$ cat src/source/spram_pkg.sv
// widths and request/response structs shared by the SRAM subsystem
`default_nettype none

package spram_pkg;

    parameter int DATA_W = 64;  // stored word width
    parameter int ADDR_W = 10;  // word address width
    parameter int TAG_W  = 4;   // read tag width

    // one request qualified by req_valid
    typedef struct packed {
        logic              write;  // 1 = write, 0 = read
        logic [ADDR_W-1:0] addr;   // word address
        logic [DATA_W-1:0] wmask;  // set bit means write this bit
        logic [DATA_W-1:0] wdata;  // write payload
        logic [TAG_W-1:0]  tag;    // returned with read data
    } mem_req_t;

    // read response qualified by rsp_valid
    typedef struct packed {
        logic [DATA_W-1:0] rdata;  // word read from the array
        logic [TAG_W-1:0]  tag;    // tag of the matching read
    } mem_rsp_t;

endpackage

`default_nettype wire
$ cat src/source/mem_rsp_stage.sv
// rsp_valid rises two cycles after rd_issue
// writes never reach here, so every rd_issue yields exactly one response
`timescale 1ns/10ps
`default_nettype none

module mem_rsp_stage (
    input  logic                          clk,
    input  logic                          rst_n,
    input  logic                          rd_issue,   // read issued to macro
    input  logic [spram_pkg::TAG_W-1:0]   rd_tag,     // tag of that read
    input  logic [spram_pkg::DATA_W-1:0]  rdata,      // macro data, next cycle
    output logic                          rsp_valid,  // single-cycle strobe
    output spram_pkg::mem_rsp_t           rsp         // data and tag
);

    import spram_pkg::*;

    logic             issue_q;  // read data on rdata this cycle
    logic [TAG_W-1:0] tag_q;    // tag aligned with rdata

    // control pipe
    always_ff @(posedge clk) begin
        if (!rst_n) begin
            issue_q   <= 1'b0;
            rsp_valid <= 1'b0;
        end else begin
            issue_q   <= rd_issue;
            rsp_valid <= issue_q;
        end
    end

    // tag waits one cycle for the macro data
    always_ff @(posedge clk) begin
        if (rd_issue) begin
            tag_q <= rd_tag;
        end
        if (issue_q) begin
            rsp.rdata <= rdata;  // capture together with tag
            rsp.tag   <= tag_q;
        end
    end

endmodule

`default_nettype wire

$ cat config.mk
export PLATFORM = sky130hd
export DESIGN_NAME = mem_rsp_stage
export DESIGN_NICKNAME = d
export VERILOG_FILES = /design/src/source/spram_pkg.sv /design/src/source/mem_rsp_stage.sv
export SDC_FILE = /design/constraint.sdc
export NUM_CORES = 1
export LEC_CHECK = 0
export ABC_AREA = 1
export BUFFER_PORTS_ARGS = -buffer_cell sky130_fd_sc_hd__buf_2
export CORE_UTILIZATION = 45
export CTS_CLUSTER_SIZE = 30
export DETAILED_ROUTE_END_ITERATION = 10
export PLACE_DENSITY = 0.84
export SLEW_MARGIN = 10
export SYNTH_ARGS = -nofsm -noshare
export SYNTH_HDL_FRONTEND = slang
export SYNTH_SLANG_ARGS = --single-unit
$ cat constraint.sdc
create_clock -name clk -period 3.5 [get_ports clk]
set_clock_uncertainty 0.2 [all_clocks]
set_input_delay 0.35 -clock clk [delete_from_list [all_inputs] [get_ports clk]]
set_output_delay 0.35 -clock clk [all_outputs]
set_load 0.05 [all_outputs]
==> summary.txt, run 1 <==
Outcome - finished, final reports clean
Bufs on Longest Clock Path - 2
Drt first pass iters - 5
PD cells - 510 nW/µm²
Most frequent cells in the layout - 139 x buf_2, 72 x edfxtp_1, 68 x dlygate4sd3_1
Die Y - 72.2 µm
Drt drc - 0
RSZ-0062 raised after global routing - no
Initial drt markers - 69
Hold Path Class - input port to flop
Crit path launch type - flop
Largest area contributor in the netlist - edfxtp_1
Cell Area, Synth - 2220 µm²
Sequential area share after synthesis - 99.3%
Nets - 368
Static leakage - 1.66 nW
Pwr Total - 0.00199 W
CP required - 3.27 ns
Row count - 25
Avg Inst Size Synth - 28.4 µm²
Drt wl/cell - 15.4 µm
Clk slew on worst S/H paths - 0.07 ns
Post-Route WL - 5690 µm
Worst-Skew Late Latency - 0.33 ns
Max Slew Vio Count - 0
Min Tclk post-route - 1.84 ns
Cell Chain, Critical Path - buf_4
Clock root buffer - clkbuf_8
CTS tree - built
Share of the synthesized area in the top cell type - 97.5%
Antenna viol nets, final - 0
Worst VDD drop - 476 µV
Crit path DAT - 1.61 ns
CP delay by family, top - flip-flops
Critical path type - flop to flop
Area added between synthesis and finish - 75.7%
CTS sink cnt - 74
Syn Inst Count - 78
Largest net degree at the start of global routing - 46
Slowest CP cell - dfxtp_2
CP max stage delay - 0.68 ns
I/O pin cnt - 140
HP Start - rst_n
Reg2reg start - issue_q$_SDFF_PN0_
Relative slew slack - 63.3%
Max H-tree Level - 3
Top cells by area, synth - edfxtp_1 98%, dfxtp_1 1.8%, inv_1 0.34%
Largest fanout on the critical path - 45
RePlAce Congestion - 0.690
Via density per instance - 4.37
Diodes inserted - 0
Hold endpoint - issue_q$_SDFF_PN0_
Total GRT Usage - 22.7%
Hold slack - 0.0626 ns
Slack of the worst reg-to-reg path - 1.66 ns
Post-route setup TNS - 0 ns
Initial Utilization - 46.9%
WHS Path Cells - 3
Period utilization - 52.7%
Final hold violations - 0
Via count - 1611
# port buffers - 139
Die area - 5210 µm²
Vias in the first global route - 1761
Worst Tran Pin Value - 0.550 ns
Die X - 72.2 µm
Post-CTS sizing - 0
First-pass GRT wire length - 8290 µm
Most common cell after layout, fill and taps aside - buf_2
Initial antenna violation count - 0
R2r worst-path depth - 1
Setup bufs post-CTS - 0
Fmax - 542 MHz
Total core area - 4720 µm²
Synthesized flop and latch total - 74
Total nets after synthesis - 149
Syn. warnings - 0
Ratio of cells with drive above 1 in the final layout - 51.3%
Max-cap violations - 0
Final Setup Violations - 0
Synth cell types - 4
Worst Path Buf+Inv - 1
CTS buffer count - 9
Worst setup EP type - flop
Critical R2R Capture - rsp[11]$_DFFE_PP_
Grt total ovfl - 0
==> how the worst max path moves through the flow <==
stage	slack [ns]	endpoint	cells past startpoint	start
after floorplan	1.09	rsp[0]$_DFFE_PP_	0	issue_q$_SDFF_PN0_
after global placement	1.71	rsp[62]$_DFFE_PP_	1	issue_q$_SDFF_PN0_
after detailed placement	1.65	rsp[47]$_DFFE_PP_	1	issue_q$_SDFF_PN0_
after CTS	1.62	rsp[0]$_DFFE_PP_	1	issue_q$_SDFF_PN0_
after global routing	1.57	rsp[62]$_DFFE_PP_	1	issue_q$_SDFF_PN0_
final	1.66	rsp[11]$_DFFE_PP_	1	issue_q$_SDFF_PN0_
==> flip-flops by register name (all words and copies together), names as in the netlist <==
name and flops:
issue_q 1, rsp_valid 1, tag_q 4, rsp 68
==> metal layers <==
| metal | part of all wire, % | global-route usage (%) | vias up |
|---|---|---|---|
| met5 | 0 | 0 | - |
| met4 | 1.3 | 9.15 | 0 |
| met3 | 8.8 | 7.64 | 9 |
| met2 | 58 | 45.6 | 89 |
| met1 | 32 | 20.0 | 767 |
| li1 | - | - | 746 |
==> cells in the mapped netlist <==
library cell and instances:
dfxtp_1 2, edfxtp_1 72, inv_1 2, nand2_1 2
==> stage by stage <==
stage               util, %  cell area [µm²]  setup slack (ns)  instances
detailed placement     63.6             3010              1.65        285
CTS                    82.5             3890              1.62        369
global placement       63.6             3010              1.71        285
global route           82.5             3890              1.57        369
finish                 82.5             3890              1.66        369
floorplan                 -             2220              1.09         78
==> power breakdown <==
group          total, W  internal (W)  leakage, nW  switching, W
combinational  0.000266     0.0000992        0.858      0.000167
sequential      0.00103       0.00102        0.694     0.0000147
clock          0.000686      0.000397        0.104      0.000290
total           0.00199       0.00152         1.66      0.000471
==> area by class of cell <==
type / instances / area (µm²)
clock buffer: 10 / 128
clock inverter: 6 / 81.3
fill: 220 / 828
inverter: 2 / 7.51
multi-input combinational: 2 / 7.51
sequential: 74 / 2200
tap: 67 / 83.8
timing repair buffer: 208 / 1380
==> timing repair <==
item,in CTS,in global routing
hold buffers,68,0
endpoints found under the setup margin,0,0
endpoints found under the hold margin,68,0
==> kinds of logic after synthesis <==
group | share of synthesized area [%]
simple gates | 0.339
flops | 99.3
buf+inv | 0.339
No activity file was read; power rests on OpenSTA's default activity.
==> inputs of run 2 (changes only) <==
Settings changed: CORE_UTILIZATION 45 to 37, PLACE_DENSITY 0.84 to 0.74.
Clock period 3.5 ns to 1.65 ns, I/O delays scaled along.
==> summary.txt, run 2 (synthesis gave the netlist of run 1 again) <==
Slack of the worst reg-to-reg path - 0.45 ns (-1.21 ns)
Outcome - finished, final reports clean
Static leakage - 1.68 nW (+1.4%)
Initial antenna violation count - 0 (unchanged)
Crit. path cell count - 1 (unchanged)
Total GRT Usage - 19.5% (-3.2 points)
Largest net degree at the start of global routing - 32 (-30%)
Die Y - 79.4 µm (+10%)
Clock root buffer - clkbuf_8
Slowest CP cell - edfxtp_1
Clk slew on worst S/H paths - 0.07 ns (about the same)
Most frequent cells in the layout - 139 x buf_2, 72 x edfxtp_1, 70 x dlygate4sd3_1
Crit path launch type - flop
Grt total ovfl - 0 (unchanged)
Bufs on Longest Clock Path - 2 (unchanged)
CP delay by family, top - flip-flops
Drt wl/cell - 15.4 µm (-0.42%)
Largest fanout on the critical path - 1 (-98%)
Antenna viol nets, final - 0 (unchanged)
Reg with most FFs - rsp
Dpl cells - 291 (+2.1%)
Critical path type - flop to output pin
Setup bufs post-CTS - 0 (unchanged)
Via density per instance - 4.30 (-1.5%)
Initial Utilization - 39.3% (-7.6 points)
Final hold violations - 0 (unchanged)
RePlAce Congestion - 0.710 (+3.0%)
Fin cells - 377 (+2.2%)
Worst-Skew Late Latency - 0.34 ns (about the same)
Hold Path Class - flop to flop
Max-cap violations - 0 (unchanged)
Drt first pass iters - 4 (-1)
Worst Path Buf+Inv - 1 (unchanged)
CTS sink cnt - 74 (unchanged)
Row count - 27 (+8.0%)
Worst VDD drop - 649 µV (+37%)
Drt drc - 0 (unchanged)
Diodes inserted - 0 (unchanged)
Post-CTS sizing - 0 (unchanged)
Fmax - 747 MHz
Nets - 371 (+0.82%)
Crit path DAT - 0.97 ns (-0.64 ns)
Most common cell after layout, fill and taps aside - buf_2
Biggest regs - rsp x68, tag_q x4
Post-Route WL - 5790 µm (+1.7%)
Initial drt markers - 65 (-5.8%)
I/O pin cnt - 140 (unchanged)
Final Setup Violations - 0 (unchanged)
RSZ-0062 raised after global routing - no
Ratio of cells with drive above 1 in the final layout - 50.8% (-0.50 points)
Worst setup EP type - output pin
# port buffers - 139 (unchanged)
CTS tree - built
Max Slew Vio Count - 0 (unchanged)
PD cells - 1070 nW/µm² (+110%)
CP max stage delay - 0.36 ns (-0.32 ns)
CTS buffer count - 9 (unchanged)
Die X - 79.4 µm (+10%)
Via count - 1621 (+0.62%)
WHS Path Cells - 0 (-3)
Post-route setup TNS - 0 ns (unchanged)
Die area - 6310 µm² (+21%)
First-pass GRT wire length - 8540 µm (+3.1%)
Max H-tree Level - 3 (unchanged)
CP required - 1.28 ns (-1.99 ns)
Hpwl dp - 3220 µm
Vias in the first global route - 1797 (+2.0%)
Area added between synthesis and finish - 78.4%
Largest register FFs - 68 (unchanged)
Total core area - 5640 µm² (+19%)
Relative slew slack - 82.1% (+19 points)
Period utilization - 81.1%
Worst Tran Pin Value - 0.270 ns (-0.281 ns)
Min Tclk post-route - 1.34 ns
R2r worst-path depth - 1 (unchanged)
Cell Chain, Critical Path - buf_2
==> run 2: path summary, 6_finish.rpt <==
kind / from / endpoint
max: rsp[20]$_DFFE_PP_ / rsp[20]
min: tag_q[2]$_DFFE_PP_ / rsp[2]$_DFFE_PP_
max reg2reg: issue_q$_SDFF_PN0_ / rsp[62]$_DFFE_PP_
min reg2reg: tag_q[2]$_DFFE_PP_ / rsp[2]$_DFFE_PP_
==> run 2: report_power, final <==
part / leakage [nW] / switching, W / internal, W
Sequential: 0.694 / 0.0000281 / 0.00216
Combinational: 0.878 / 0.000362 / 0.000222
Clock: 0.105 / 0.000611 / 0.000842
Total: 1.68 / 0.00100 / 0.00322
==> run 2: final cells by class <==
class	instances	area [µm²]
Fill cell	348	1690
Inverter	2	7.51
Clock buffer	10	128
Sequential cell	74	2210
Multi-Input combinational cell	2	7.51
Clock inverter	6	81.3
Tap cell	72	90.1
Timing Repair Buffer	211	1440
==> run 2: layer usage <==
| layer | share of wire [%] | track usage [%] | wire (µm) | vias to the layer above |
|---|---|---|---|---|
| met2 | 53 | 34.1 | 3060 | 101 |
| met4 | 2.4 | 12.7 | 141 | 0 |
| met1 | 34 | 18.5 | 1990 | 756 |
| met5 | 0 | 0 | 0 | - |
| li1 | - | - | - | 751 |
| met3 | 10 | 8.57 | 598 | 13 |
==> run 2: per-stage QoR <==
stage / hold WS, ns / cell area (µm²) / total power (W) / utilization, % / worst slack, ns
final: 0.240 / 3960 / 0.00422 / 70.1 / 0.312
after global routing: 0.244 / 3960 / 0.00437 / 70.1 / 0.283
after CTS: 0.228 / 3960 / 0.00423 / 70.1 / 0.318
after detailed placement: 0.143 / 3050 / 0.00267 / 54.0 / 0.450
after global placement: 0.142 / 3050 / 0.00266 / 54.0 / 0.461
after floorplan: 0.0578 / 2220 / 0.00250 / - / 0.310
==> run 2: what timing repair did <==
item	in CTS	in global routing
endpoints found under the setup margin	0	0
endpoints found under the hold margin	74	0
hold buffers	70	0
==> inputs of run 3 (changes only) <==
Settings changed: ABC_AREA 1 to 0.
Clock period 1.65 ns to 1.1 ns, I/O delays scaled along.
==> summary.txt, run 3 <==
Drt wl/cell - 21.4 µm (+39%)
Failing checks - setup timing
First-pass GRT wire length - 10600 µm (+24%)
Worst VDD drop - 1480 µV (+130%)
EDFF count, synth - 72 (unchanged)
CTS sink cnt - 74 (unchanged)
Initial drt markers - 133 (+100%)
Crit path DAT - 0.99 ns (+0.02 ns)
Max Slew Vio Count - 0 (unchanged)
Share of the synthesized area in the top cell type - 97.6% (+0.11 points)
Fmax - 768 MHz
Antenna viol nets, final - 0 (unchanged)
Diodes inserted - 0 (unchanged)
Synthesized flop and latch total - 74 (unchanged)
Grt total ovfl - 0 (unchanged)
Syn. warnings - 0 (unchanged)
Static leakage - 1.93 nW (+15%)
Placed cell area - 3080 µm² (+1.1%)
Outcome - complete, but fails checks
Synth cell types - 3 (-1)
Post-Route WL - 8300 µm (+43%)
Combinational group share of total power - 16.9% (+3.1 points)
RSZ-0062 raised after global routing - yes
Worst setup EP type - output pin
Slowest CP cell - edfxtp_1
Total core area - 5640 µm² (unchanged)
Ratio of cells with drive above 1 in the final layout - 54.1% (+3.3 points)
Commonest cells post-synth - 72 x edfxtp_1, 2 x and2_1, 2 x dfxtp_1
Largest net degree at the start of global routing - 22 (-31%)
Bufs on Longest Clock Path - 2 (unchanged)
Cell Chain, Critical Path - buf_6
Final hold violations - 0 (unchanged)
CP max stage delay - 0.46 ns (+0.10 ns)
Largest area contributor in the netlist - edfxtp_1
Max H-tree Level - 3 (unchanged)
Via count - 1793 (+11%)
Top-count cell post-synth - edfxtp_1
Most frequent cells in the layout - 72 x edfxtp_1, 70 x dlygate4sd3_1, 70 x buf_2
Area added between synthesis and finish - 110%
Worst Path Buf+Inv - 1 (unchanged)
Initial Utilization - 39.3% (-0.044 points)
Nets - 382 (+3.0%)
Most common cell after layout, fill and taps aside - edfxtp_1
Switching power - 0.00170 W (+70%)
Hpwl dp - 3470 µm (+7.8%)
Int Pwr - 0.00505 W (+57%)
Die X - 79.4 µm (about the same)
Biggest regs - rsp x68, tag_q x4
Critical path type - flop to output pin
Reg with most FFs - rsp
Hold Path Class - flop to flop
Placement Setup Slack - -0.00114 ns (-0.451 ns)
Cell Area, Synth - 2210 µm² (-0.11%)
CP delay by family, top - flip-flops
I/O pin cnt - 140 (unchanged)
PnR worst setup slack - -0.201 ns (-0.513 ns)
Design area - 4650 µm² (+17%)
CP required - 0.79 ns (-0.49 ns)
Worst-Skew Late Latency - 0.34 ns (about the same)
Largest fanout on the critical path - 1 (unchanged)
Worst Tran Pin Value - 0.170 ns (-0.0992 ns)
Row count - 27 (unchanged)
Die Y - 79.4 µm (about the same)
Total GRT Usage - 25.0% (+5.4 points)
Initial antenna violation count - 0 (unchanged)
Flop pwr share - 49.1% (-2.7 points)
Pwr Total - 0.00675 W (+60%)
Avg Inst Size Synth - 29.1 µm² (+2.5%)
Vias in the first global route - 1927 (+7.2%)
CTS tree - built
Syn Inst Count - 76 (-2.6%)
Largest register FFs - 68 (unchanged)
# port buffers - 139 (unchanged)
Drt first pass iters - 4 (unchanged)
Hold slack - 0.222 ns (-0.0178 ns)
Min Tclk post-route - 1.30 ns
Via density per instance - 4.62 (+7.5%)
Relative slew slack - 88.6% (+6.5 points)
Final Setup Violations - 138 (+138)
Period utilization - 118%
Die area - 6300 µm² (-0.11%)
RePlAce Congestion - 0.706 (-0.56%)
Sequential area share after synthesis - 99.4% (+0.11 points)
CTS buffer count - 9 (unchanged)
Switch share - 25.2% (+1.5 points)
Synth async-reset ratio - 0% (unchanged)
Drt drc - 0 (unchanged)
Predominant post-synthesis flop cell - edfxtp_1
PD cells - 1450 nW/µm² (+36%)
Max-cap violations - 0 (unchanged)
Clock root buffer - clkbuf_8
Clk slew on worst S/H paths - 0.08 ns (about the same)
Top cells by area, synth - edfxtp_1 98%, dfxtp_1 1.8%, and2_1 0.56%
Crit path launch type - flop
Clock power share - 34.0% (-0.4 points)
Total nets after synthesis - 147 (-1.3%)
Fill cells - 244 (-30%)
## run 3: area by class of cell
class	count	area, µm²	share of cell area [%]
flip-flops and latches	74	2210	47.5
repair buffers	224	2120	45.7
clock buffers	10	128	2.75
well taps	72	90.1	1.94
clock inverters	6	81.3	1.75
multi-input cells	2	15.0	0.323
## run 3: cells by family (layout without fill, tap and decap cells)
family / Yosys count / count (layout) / synth area share, %
buffers and inverters: 0 / 240 / 0
flip-flops: 74 / 74 / 99.4
AND/OR/NAND/NOR: 2 / 2 / 0.565
## run 3: power by group through the flow
stage	Clock, W	Combinational (W)	Sequential [W]
global placement	0	0.000675	0.00333
CTS	0.00222	0.00100	0.00330
finish	0.00230	0.00114	0.00332
global route	0.00243	0.00118	0.00332
detailed placement	0	0.000683	0.00334
floorplan	0	0.00000200	0.00375
## run 3: path summary, 6_finish.rpt
check / slack, ns / cells past startpoint / to / startpoint
setup reg to reg: -0.07 / 2 / rsp[1]$_DFFE_PP_ / issue_q$_SDFF_PN0_
setup / recovery: -0.20 / 1 / rsp[18] / rsp[18]$_DFFE_PP_
hold reg to reg: 0.22 / 0 / rsp[3]$_DFFE_PP_ / tag_q[3]$_DFFE_PP_
hold / removal: 0.22 / 0 / rsp[3]$_DFFE_PP_ / tag_q[3]$_DFFE_PP_
## run 3: timing repair
action                                  4_1_cts  5_1_grt
setup buffers                                 1        2
hold endpoints to repair                     74        0
endpoints found under the setup margin      112      134
gates cloned                                  0        7
hold buffers                                 70        0
resized for setup                           139       11
## run 3: per-layer routing
| metal | up-vias | global-route usage [%] | wire length [µm] |
|---|---|---|---|
| li1 | 776 | - | - |
| met1 | 866 | 25.7 | 3000 |
| met2 | 137 | 44.2 | 4410 |
| met3 | 14 | 8.74 | 720 |
| met4 | 0 | 13.3 | 168 |
| met5 | - | 0 | 0 |
## run 3: stage by stage
stage | TNS, ns | util (%) | instances
after floorplan | -16.30 | - | 76
after global placement | 0 | 54.6 | 292
after detailed placement | -0.00788 | 54.6 | 292
after CTS | -7.94 | 78.5 | 379
after global routing | -14.45 | 82.3 | 388
final | -11.66 | 82.3 | 388
