$ cat config.mk
export PLATFORM = sky130hd
export DESIGN_NAME = mem_req_stage
export DESIGN_NICKNAME = d
export VERILOG_FILES = /design/src/source/spram_pkg.sv /design/src/source/mem_req_stage.sv
export SDC_FILE = /design/constraint.sdc
export NUM_CORES = 1
export LEC_CHECK = 0
export ABC_AREA = 1
export ABC_CLOCK_PERIOD_IN_PS = 800
export BUFFER_PORTS_ARGS = -buffer_cell sky130_fd_sc_hd__buf_2
export CORE_ASPECT_RATIO = 1.1
export CORE_MARGIN = 8
export CORE_UTILIZATION = 40
export DETAILED_ROUTE_END_ITERATION = 12
export GPL_TIMING_DRIVEN = 0
export PLACE_DENSITY = 0.8
export SLEW_MARGIN = 20
export SYNTH_ARGS = -nofsm -noshare
export SYNTH_HDL_FRONTEND = slang
export SYNTH_SLANG_ARGS = --single-unit
$ cat constraint.sdc
create_clock -name clk -period 0.8 [get_ports clk]
set_input_delay 0.16 -clock clk [delete_from_list [all_inputs] [get_ports clk]]
set_output_delay 0.16 -clock clk [all_outputs]
set_load 0.1 [all_outputs]
$ cat src/source/spram_pkg.sv
// widths and request/response structs shared by the SRAM subsystem
`default_nettype none

package spram_pkg;

    parameter int DATA_W = 64;  // stored word width
    parameter int ADDR_W = 10;  // word address width
    parameter int TAG_W  = 4;   // read tag width

    // one request qualified by req_valid
    typedef struct packed {
        logic              write;  // 1 = write, 0 = read
        logic [ADDR_W-1:0] addr;   // word address
        logic [DATA_W-1:0] wmask;  // set bit means write this bit
        logic [DATA_W-1:0] wdata;  // write payload
        logic [TAG_W-1:0]  tag;    // returned with read data
    } mem_req_t;

    // read response qualified by rsp_valid
    typedef struct packed {
        logic [DATA_W-1:0] rdata;  // word read from the array
        logic [TAG_W-1:0]  tag;    // tag of the matching read
    } mem_rsp_t;

endpackage

`default_nettype wire
$ cat src/source/mem_req_stage.sv
// one register stage from req_valid to ce
// no back-pressure so a new request may arrive every cycle
`timescale 1ns/10ps
`default_nettype none

module mem_req_stage (
    input  logic                          clk,
    input  logic                          rst_n,
    input  logic                          req_valid,  // single-cycle strobe
    input  spram_pkg::mem_req_t           req,        // request payload
    output logic                          ce,         // macro chip enable
    output logic                          we,         // macro write enable
    output logic [spram_pkg::ADDR_W-1:0]  addr,
    output logic [spram_pkg::DATA_W-1:0]  wmask,
    output logic [spram_pkg::DATA_W-1:0]  wdata,
    output logic                          rd_issue,   // read sent to macro
    output logic [spram_pkg::TAG_W-1:0]   rd_tag      // tag of that read
);

    import spram_pkg::*;

    logic     valid_q;  // registered strobe
    mem_req_t req_q;    // registered payload

    // strobe pipe
    always_ff @(posedge clk) begin
        if (!rst_n) begin
            valid_q <= 1'b0;
        end else begin
            valid_q <= req_valid;
        end
    end

    // payload only loads with a strobe
    always_ff @(posedge clk) begin
        if (req_valid) begin
            req_q <= req;
        end
    end

    // macro side
    assign ce    = valid_q;
    assign we    = valid_q && req_q.write;  // stale write bit masked off
    assign addr  = req_q.addr;
    assign wmask = req_q.wmask;
    assign wdata = req_q.wdata;

    // read bookkeeping for the response stage
    assign rd_issue = valid_q && !req_q.write;
    assign rd_tag   = req_q.tag;

endmodule

`default_nettype wire

==> results of run 1 <==
==> cell usage after synthesis <==
cell	count
inv_1	3
edfxtp_1	143
nor2_2	1
dfxtp_1	1
nand2_1	2
buf_4	142
==> stage by stage <==
step / setup WS [ns] / util (%) / instance area [sq um] / TNS (ns)
after detailed placement: -0.663 / 53.8 / 7100 / -93.79
after global placement: -1.94 / 53.5 / 7070 / -302.13
after floorplan: -0.459 / - / 5420 / -0.829
==> logic make-up after synthesis <==
logic type             after synthesis  synth area share [%]
and+or+nand+nor                      3                 0.255
DFF                                144                  79.8
buffers and inverters              145                  19.9
==> metrics.csv, run 1 <==
metric,value,unit
clock root cell,clkbuf_16,
CTS Buffer Depth,2,
CTS Buf Count,17,
"flops & latches, synth",144,
Fail Step,clock tree synthesis (4_1_cts),
Synth area leaders,"edfxtp_1 79%, buf_4 20%, dfxtp_1 0.37%",
top-area cell type share of the netlist area,79.4,%
placer congestion estimate,0.743,
cell accounting for the most synthesized area,edfxtp_1,
CTS sink cnt,144,
IO Pins,291,
"Net Count, Synth",438,
starting density of the core,40.9,%
die width,127,um
"Seq/Total Area, Yosys",79.8,%
Cell Rows,44,
Gate Count Post-Synth,292,
post-cts sizing count,581,
Run Error,[ERROR RSZ-0060] Max buffer count reached.,
Die H,138,um
Post-CTS Setup Repair Bufs,0,
input/output buffers,290,
Post-Synthesis Cell Area,5410,sq um
average size of a mapped cell,18.5,sq um
H-Tree Depth,4,
hold-fix buffer count after cts,128,
number of synthesis warnings,0,
Placed Instances,744,
post-synth cell types,6,
status,aborted with a tool error,
==> inputs of run 2 (changes only) <==
--- a/config.mk
+++ b/config.mk
@@ -6,14 +6,13 @@
 export NUM_CORES = 1
 export LEC_CHECK = 0
 export ABC_AREA = 1
-export ABC_CLOCK_PERIOD_IN_PS = 800
+export ABC_CLOCK_PERIOD_IN_PS = 1050
 export BUFFER_PORTS_ARGS = -buffer_cell sky130_fd_sc_hd__buf_2
-export CORE_ASPECT_RATIO = 1.1
 export CORE_MARGIN = 8
-export CORE_UTILIZATION = 40
+export CORE_UTILIZATION = 25
 export DETAILED_ROUTE_END_ITERATION = 12
 export GPL_TIMING_DRIVEN = 0
-export PLACE_DENSITY = 0.8
+export PLACE_DENSITY_LB_ADDON = 0.15
 export SLEW_MARGIN = 20
 export SYNTH_ARGS = -nofsm -noshare
 export SYNTH_HDL_FRONTEND = slang
==> constraint.sdc (replaced) <==
create_clock -name clk -period 1.05 [get_ports clk]
set_input_delay 0.21 -clock clk [delete_from_list [all_inputs] [get_ports clk]]
set_output_delay 0.21 -clock clk [all_outputs]
set_load 0.1 [all_outputs]
==> run 2 against run 1 <==
  * The flow now finishes, with violations (setup timing)
  * Synthesized cell count did not move
  * Synthesized area is the same
==> metrics.csv, run 2 <==
metric,value,unit,change
status,"complete, but fails checks",,was aborted with a tool error
failing checks,setup timing,,
clock slew at reported path FFs,0.06,ns,
Slew headroom,63.6,%,
most common cell in the synthesized netlist,edfxtp_1,,unchanged
asr flop ratio synth,0,%,unchanged
layout cells sized above 1,52.6,%,
nets,751,,
clock root cell,clkbuf_16,,unchanged
Starting DRT DRC Count,114,,
Synth area leaders,"edfxtp_1 79%, buf_4 20%, dfxtp_1 0.37%",,unchanged
drt wl/cell,16.3,um,
average size of a mapped cell,18.5,sq um,unchanged
post-synth cell types,6,,unchanged
leakage power,4.27,nW,
# setup viols final,145,,
DP Area,7260,sq um,was 7100 sq um
IO Pins,291,,unchanged
"Slowest-stage cell, CP",edfxtp_1,,
power per cell area,1860,nW/um^2,
critical path type,register to output port,,
Overall Global Routing Usage,11.0,%,
iteration count of the initial detailed-routing pass,4,,
"Net Count, Synth",438,,unchanged
Post-Synthesis Cell Area,5410,sq um,unchanged
fin. max-slew vios,0,,
CP Cell Sequence,nand2_2 > clkinvlp_4 > buf_6,,
worst path bufs/invs,2,,
cell accounting for the most synthesized area,edfxtp_1,,unchanged
vias in the first global route,3964,,
top-area cell type share of the netlist area,79.4,%,unchanged
Fin. Hold Viols,0,,
top_reg_cell synth,edfxtp_1,,unchanged
"Seq/Total Area, Yosys",79.8,%,unchanged
CTS Buffer Depth,2,,unchanged
DRC errors left,0,,
Die H,163,um,was 138 um
CTS tree,yes,,
die width,163,um,was 127 um
input/output buffers,290,,unchanged
Synth top cells by count,"143 x edfxtp_1, 142 x buf_4, 3 x inv_1, 2 x nand2_1",,unchanged
Critical Path Fanout Max,2,,
CTS sink cnt,144,,unchanged
Gate Count Post-Synth,292,,unchanged
Setup TNS,-26.34,ns,
"flops & latches, synth",144,,unchanged
remaining antenna violation count after routing,0,,
"delay-heaviest family, CP",flip-flops,,
setup slack after layout,-0.382,ns,
crit-path max cell delay,0.44,ns,
worst vdd ir,0.971,mV,
crit path DAT,1.22,ns,
CP Capture Type,output port,,
most frequent cells in the layout,"144 x dlygate4sd3_1, 144 x buf_2, 144 x buf_12",,
# diodes,0,,
CORE AREA,21600,sq um,
Cell Rows,54,,was 44
Util after Layout,48.4,%,
fin crit share,136,%,
largest net degree at the start of global routing,100,,
die area,26600,sq um,
RSZ-0062 raised after global routing,true,,
Total Wirelength,14700,um,
Post-synth EDFFs,143,,unchanged
starting density of the core,25.1,%,was 40.9%
grt ovf,0,,
Worst Tran Pin Value,0.546,ns,
post-route cell area,10400,sq um,
H-Tree Depth,4,,unchanged
placer congestion estimate,0.703,,was 0.743
vias,3310,,
Final min period,1.43,ns,
CP required,0.84,ns,
worst min path class,input port to register,,
startpoint type of the worst setup path,register,,
area grow syn2layout,93.0,%,
number of synthesis warnings,0,,unchanged
Via density,3.69,,
initial antenna violation count,0,,
max-cap check violation count,0,,
CTS Buf Count,17,,unchanged
f_max,698,MHz,
first-pass GRT wire length,22300,um,
==> run 2: kinds of logic (layout without fill, tap and decap cells) <==
group,count (synthesis),in the layout,synth area share (%)
DFF,144,144,79.8
and+or+nand+nor,3,3,0.255
buffers and inverters,145,471,19.9
==> run 2: worst min-delay path: stages <==
cell	delay (ns)
buf_8	0.18
nand2_1	0.10
inv_1	0.03
==> run 2: report_power, final <==
group	leakage [nW]	switching [mW]	total [mW]	internal [mW]
Combinational	2.57	3.71	5.89	2.17
Sequential	1.41	0.377	7.24	6.86
Clock	0.294	2.35	6.33	3.98
==> run 2: layout make-up <==
type	instances	area, sq um
repair buffers	436	5110
multi-input cells	3	21.3
fillers	1757	11100
clock inverters	14	186
well taps	280	350
clock buffers	18	429
flip-flops and latches	144	4320
inverters	3	15.0
==> run 2: final timing paths <==
path / start / end / slack (ns) / depth (start not counted)
worst min-delay path: req_valid / ce$_SDFF_PN0_ / 0.19 / 3
worst max-delay path: req_q[142]$_DFFE_PP_ / we / -0.38 / 3
==> run 2: repair_timing <==
| action | in CTS | in global routing |
|---|---|---|
| hold endpoints to repair | 144 | 0 |
| pin swaps | 0 | 1 |
| hold buffers | 144 | 0 |
| setup endpoints to repair | 145 | 145 |
| resized for setup | 579 | 1 |
| setup buffers | 1 | 0 |
==> run 2: through the flow <==
stage,hold slack (ns),setup slack (ns),cells,total power [mW]
after floorplan,0.303,-0.259,292,10.9
after global placement,0.387,-1.96,862,11.8
after detailed placement,0.388,-0.356,863,11.8
after CTS,0.160,-0.412,898,19.7
after global routing,0.190,-0.477,898,20.1
final,0.188,-0.382,898,19.5
==> run 2: metal layers <==
metal	global-route usage [%]	up-vias	wire, um	share of wire [%]
met3	5.67	19	1540	10
li1	-	1517	-	-
met5	0	-	0	0
met4	4.59	0	294	2.0
met2	19.0	174	7680	52
met1	11.0	1600	5170	35
Note: power is estimated with default switching activity, not from simulation.
==> inputs of run 3 (changes only) <==
--- a/config.mk
+++ b/config.mk
@@ -13,6 +13,7 @@
 export DETAILED_ROUTE_END_ITERATION = 12
 export GPL_TIMING_DRIVEN = 0
 export PLACE_DENSITY_LB_ADDON = 0.15
+export SKIP_CTS_REPAIR_TIMING = 1
 export SLEW_MARGIN = 20
 export SYNTH_ARGS = -nofsm -noshare
 export SYNTH_HDL_FRONTEND = slang
==> run 3 against run 2 <==
  * Largest cell class unchanged
  * Routed wire length shrank 0.18%
  * Clock power is essentially flat
  * Sequential cell count is the same
  * Via count shrank 0.69%
  * First-iteration DRC count shrank 15%
  * Critical endpoint unchanged
  * Critical path type unchanged
  * Highest routed layer unchanged
  * Count of clock-buffer cells in the layout is the same
  * The run still ends with setup timing left
==> metrics.csv, run 3 (synthesis results as in run 2) <==
metric,value,unit,change
Util after Layout,48.3,%,was 48.4%
worst vdd ir,0.970,mV,was 0.971 mV
DRC errors left,0,,unchanged
Fin. Hold Viols,0,,unchanged
clock slew at reported path FFs,0.06,ns,about the same
Total Wirelength,14700,um,about the same
critical path type,register to output port,,unchanged
clock network fraction of total power,32.5,%,about the same
Finished Layout Cells,897,,was 898
CP Capture Type,output port,,unchanged
first-pass GRT wire length,19700,um,was 22300 um
sequential power share,37.2,%,about the same
crit path DAT,1.21,ns,was 1.22 ns
Critical Path Fanout Max,2,,unchanged
placer congestion estimate,0.703,,unchanged
RSZ-0062 raised after global routing,true,,unchanged
H-Tree Depth,4,,unchanged
worst min path class,input port to register,,unchanged
vias in the first global route,3503,,was 3964
die area,26600,sq um,unchanged
largest net degree at the start of global routing,100,,unchanged
Via density,3.66,,was 3.69
starting density of the core,25.1,%,unchanged
CP Cell Sequence,nand2_2 > clkinvlp_4 > buf_6,,unchanged
Placed Instances,863,,unchanged
drt wl/cell,16.3,um,about the same
CORE AREA,21600,sq um,unchanged
failing checks,setup timing,,unchanged
die width,163,um,unchanged
clock root cell,clkbuf_16,,unchanged
IO Pins,291,,unchanged
leakage power,4.27,nW,about the same
remaining antenna violation count after routing,0,,unchanged
initial antenna violation count,0,,unchanged
most frequent cells in the layout,"144 x dlygate4sd3_1, 144 x buf_2, 144 x buf_12",,unchanged
power per cell area,1870,nW/um^2,was 1860 nW/um^2
"Slowest-stage cell, CP",edfxtp_1,,unchanged
Starting DRT DRC Count,97,,was 114
CTS tree,yes,,unchanged
combinational group share of total power,30.3,%,about the same
CP required,0.84,ns,about the same
area grow syn2layout,92.8,%,was 93.0%
Sw Share,33.1,%,about the same
f_max,702,MHz,was 698 MHz
crit-path max cell delay,0.44,ns,about the same
CTS Buffer Depth,2,,unchanged
CTS Buf Count,17,,unchanged
input/output buffers,290,,unchanged
fin crit share,136,%,about the same
layout cells sized above 1,52.5,%,was 52.6%
vias,3287,,was 3310
switching power,6.45,mW,was 6.44 mW
iteration count of the initial detailed-routing pass,4,,unchanged
max-cap check violation count,0,,unchanged
grt ovf,0,,unchanged
Slew headroom,64.4,%,was 63.6%
# diodes,0,,unchanged
status,"complete, but fails checks",,unchanged
Cell Rows,54,,unchanged
# setup viols final,145,,unchanged
CTS sink cnt,144,,unchanged
Final min period,1.42,ns,was 1.43 ns
setup slack after layout,-0.374,ns,was -0.382 ns
Worst Tran Pin Value,0.534,ns,was 0.546 ns
Power Internal,13.0,mW,about the same
WHS,0.188,ns,about the same
Overall Global Routing Usage,9.76,%,was 11.0%
startpoint type of the worst setup path,register,,unchanged
total chip power,19.5,mW,about the same
nets,750,,was 751
fin. max-slew vios,0,,unchanged
Die H,163,um,unchanged
-- run 3: stage by stage --
step	instance area, sq um	setup slack (ns)	TNS [ns]
final	10400	-0.374	-26.21
after global routing	10400	-0.459	-33.12
after global placement	7220	-1.96	-281.46
after floorplan	5420	-0.259	-0.429
after detailed placement	7260	-0.356	-34.43
after CTS	7870	-0.602	-63.66
-- run 3: worst paths after layout --
path,startpoint,endpoint,slack (ns),depth (start not counted)
max,req_q[142]$_DFFE_PP_,we,-0.37,3
min,req_valid,ce$_SDFF_PN0_,0.19,3
-- run 3: critical path, delay by kind of cell, from the launching register on --
family	cells	cell delay [ns]
buffers and inverters	2	0.26
DFF	1	0.44
and+or+nand+nor	1	0.11
-- run 3: cell type report --
type,instances,area (sq um)
fill,1765,11100
multi-input combinational,3,21.3
clock buffer,18,429
sequential,144,4320
timing repair buffer,435,5100
clock inverter,14,186
inverter,3,15.0
tap,280,350
-- run 3: per-layer routing --
metal,part of all wire (%),track usage [%]
met5,0,0
met4,1.6,3.88
met3,11,5.59
met2,52,16.3
met1,35,9.94
-- run 3: power by group through the flow --
| stage | clock network, mW | logic (mW) | registers (mW) |
|---|---|---|---|
| floorplan | 0 | 3.85 | 7.05 |
| global placement | 0 | 4.68 | 7.08 |
| detailed placement | 0 | 4.71 | 7.07 |
| CTS | 6.58 | 4.72 | 6.95 |
| global route | 6.82 | 6.02 | 7.28 |
| finish | 6.33 | 5.89 | 7.24 |
==> inputs of run 4 (changes only) <==
--- a/config.mk
+++ b/config.mk
@@ -13,6 +13,7 @@
 export DETAILED_ROUTE_END_ITERATION = 12
 export GPL_TIMING_DRIVEN = 0
 export PLACE_DENSITY_LB_ADDON = 0.15
+export RECOVER_POWER = 100
 export SKIP_CTS_REPAIR_TIMING = 1
 export SLEW_MARGIN = 20
 export SYNTH_ARGS = -nofsm -noshare
==> run 4 against run 3 <==
  * Hold slack improved by 0.26 ns
  * Worst setup slack barely moved
  * Cell count did not move
  * Die area did not move
  * Count of clock-buffer cells in the layout did not move
  * The flow still finishes with violations (setup timing)
  * Largest power group unchanged
  * Via count rose by 0.30%
  * Utilization barely moved
==> metrics.csv, run 4 (synthesis results as in run 2) <==
metric,value,unit,change
status,"complete, but fails checks",,unchanged
failing checks,setup timing,,unchanged
Critical Path Fanout Max,2,,unchanged
Worst Tran Pin Value,0.669,ns,was 0.534 ns
Seq. cell area,4320,sq um,unchanged
worst min path class,input port to register,,unchanged
worst path bufs/invs,2,,unchanged
die width,163,um,unchanged
Crit. path cell count,3,,unchanged
crit path DAT,1.21,ns,about the same
H-Tree Depth,4,,unchanged
vias,3297,,was 3287
CTS Buf Count,17,,unchanged
input/output buffers,290,,unchanged
layout cells sized above 1,52.2,%,was 52.5%
clock network fraction of total power,32.5,%,about the same
RSZ-0062 raised after global routing,true,,unchanged
Starting DRT DRC Count,90,,was 97
IO Pins,291,,unchanged
crit-path max cell delay,0.44,ns,about the same
initial antenna violation count,0,,unchanged
fin. max-slew vios,0,,unchanged
Die H,163,um,unchanged
Fin. Hold Viols,0,,unchanged
CP required,0.84,ns,about the same
grt ovf,0,,unchanged
die area,26600,sq um,unchanged
DRC errors left,0,,unchanged
iteration count of the initial detailed-routing pass,4,,unchanged
f_max,702,MHz,about the same
fin crit share,136,%,about the same
nets,750,,unchanged
critical path type,register to output port,,unchanged
Fillers,1768,,was 1765
# setup viols final,244,,was 145
"Slowest-stage cell, CP",edfxtp_1,,unchanged
power per cell area,1870,nW/um^2,about the same
Power Internal,13.0,mW,about the same
Total Wirelength,14700,um,about the same
Overall Global Routing Usage,9.76,%,unchanged
CTS Buffer Depth,2,,unchanged
setup slack after layout,-0.375,ns,was -0.374 ns
switching power,6.44,mW,was 6.45 mW
CP Cell Sequence,nand2_2 > clkinvlp_4 > buf_6,,unchanged
# diodes,0,,unchanged
CP Capture Type,output port,,unchanged
drt wl/cell,16.3,um,about the same
Final min period,1.42,ns,about the same
clock slew at reported path FFs,0.06,ns,about the same
Sw Share,33.1,%,about the same
Worst Setup SP,req_q[142]$_DFFE_PP_,,unchanged
Place WS,-0.356,ns,unchanged
largest net degree at the start of global routing,100,,unchanged
starting density of the core,25.1,%,unchanged
WHS,0.450,ns,was 0.188 ns
Slew headroom,55.4,%,was 64.4%
Via density,3.68,,was 3.66
startpoint type of the worst setup path,register,,unchanged
first-pass GRT wire length,19700,um,unchanged
critical path endpoint,we,,unchanged
CTS sink cnt,144,,unchanged
multi-input logic area,21.3,sq um,unchanged
most frequent cells in the layout,"144 x dlygate4sd3_1, 144 x buf_12, 143 x edfxtp_1",,"was 144 x dlygate4sd3_1, 144 x buf_2, 144 x buf_12"
combinational group share of total power,30.3,%,about the same
Cell Rows,54,,unchanged
max-cap check violation count,0,,unchanged
remaining antenna violation count after routing,0,,unchanged
clock root cell,clkbuf_16,,unchanged
"delay-heaviest family, CP",flip-flops,,unchanged
sequential power share,37.2,%,about the same
leakage power,4.26,nW,was 4.27 nW
CORE AREA,21600,sq um,unchanged
vias in the first global route,3503,,unchanged
area grow syn2layout,92.6,%,was 92.8%
placer congestion estimate,0.703,,unchanged
Finished Layout Cells,897,,unchanged
CTS tree,yes,,unchanged
Placed Instances,863,,unchanged
worst vdd ir,0.969,mV,was 0.970 mV
[run 4: cell count changes in the layout (fill, tap and decap cells not counted)]
cell      before  now
buf_2        144  141
buf_1          0    1
clkbuf_4       0    1
buf_8          1    0
clkbuf_2       0    1
clkbuf_1       1    2
[run 4: power by group through the flow]
stage	combinational (mW)	clock, mW	sequential, mW
after floorplan	3.85	0	7.05
after global placement	4.68	0	7.08
after detailed placement	4.71	0	7.07
after CTS	4.72	6.58	6.95
after global routing	6.02	6.82	7.29
final	5.88	6.32	7.24
[run 4: tightest hold or removal path: stages]
cell and delay (ns):
clkbuf_4 0.39, nand2_1 0.16, inv_1 0.03
[run 4: per-stage QoR]
| step | utilization [%] | cell area (sq um) | setup TNS [ns] | total power, mW |
|---|---|---|---|---|
| final | 48.3 | 10400 | -41.83 | 19.4 |
| after global routing | 48.3 | 10400 | -58.90 | 20.1 |
| after CTS | 36.5 | 7870 | -63.66 | 18.2 |
| after detailed placement | 33.7 | 7260 | -34.43 | 11.8 |
| after global placement | 33.5 | 7220 | -281.46 | 11.8 |
| after floorplan | - | 5420 | -0.429 | 10.9 |
[run 4: layer usage]
metal,vias up,global-route usage (%),wire [um]
li1,1515,-,-
met1,1597,9.94,5170
met2,168,16.3,7620
met3,17,5.59,1630
met4,0,3.88,237
met5,-,0,0
[run 4: area by class of cell]
cell class / count / area share [%]
Clock buffer: 18 / 4.12
Clock inverter: 14 / 1.79
Inverter: 3 / 0.144
Multi-Input combinational cell: 3 / 0.204
Sequential cell: 144 / 41.5
Tap cell: 280 / 3.37
Timing Repair Buffer: 435 / 48.9
[run 4: how the worst min path moves through the flow]
stage	start	cells past startpoint	slack (ns)	endpoint
2_1_floorplan	req_valid	2	0.30	ce$_SDFF_PN0_
3_3_place_gp	req[35]	1	0.39	wdata[31]$_DFFE_PP_
3_5_place_dp	req[121]	1	0.39	wmask[53]$_DFFE_PP_
4_1_cts	req[113]	1	-0.06	wmask[45]$_DFFE_PP_
5_1_grt	req[5]	2	0.48	wdata[1]$_DFFE_PP_
6_report	req_valid	3	0.45	ce$_SDFF_PN0_
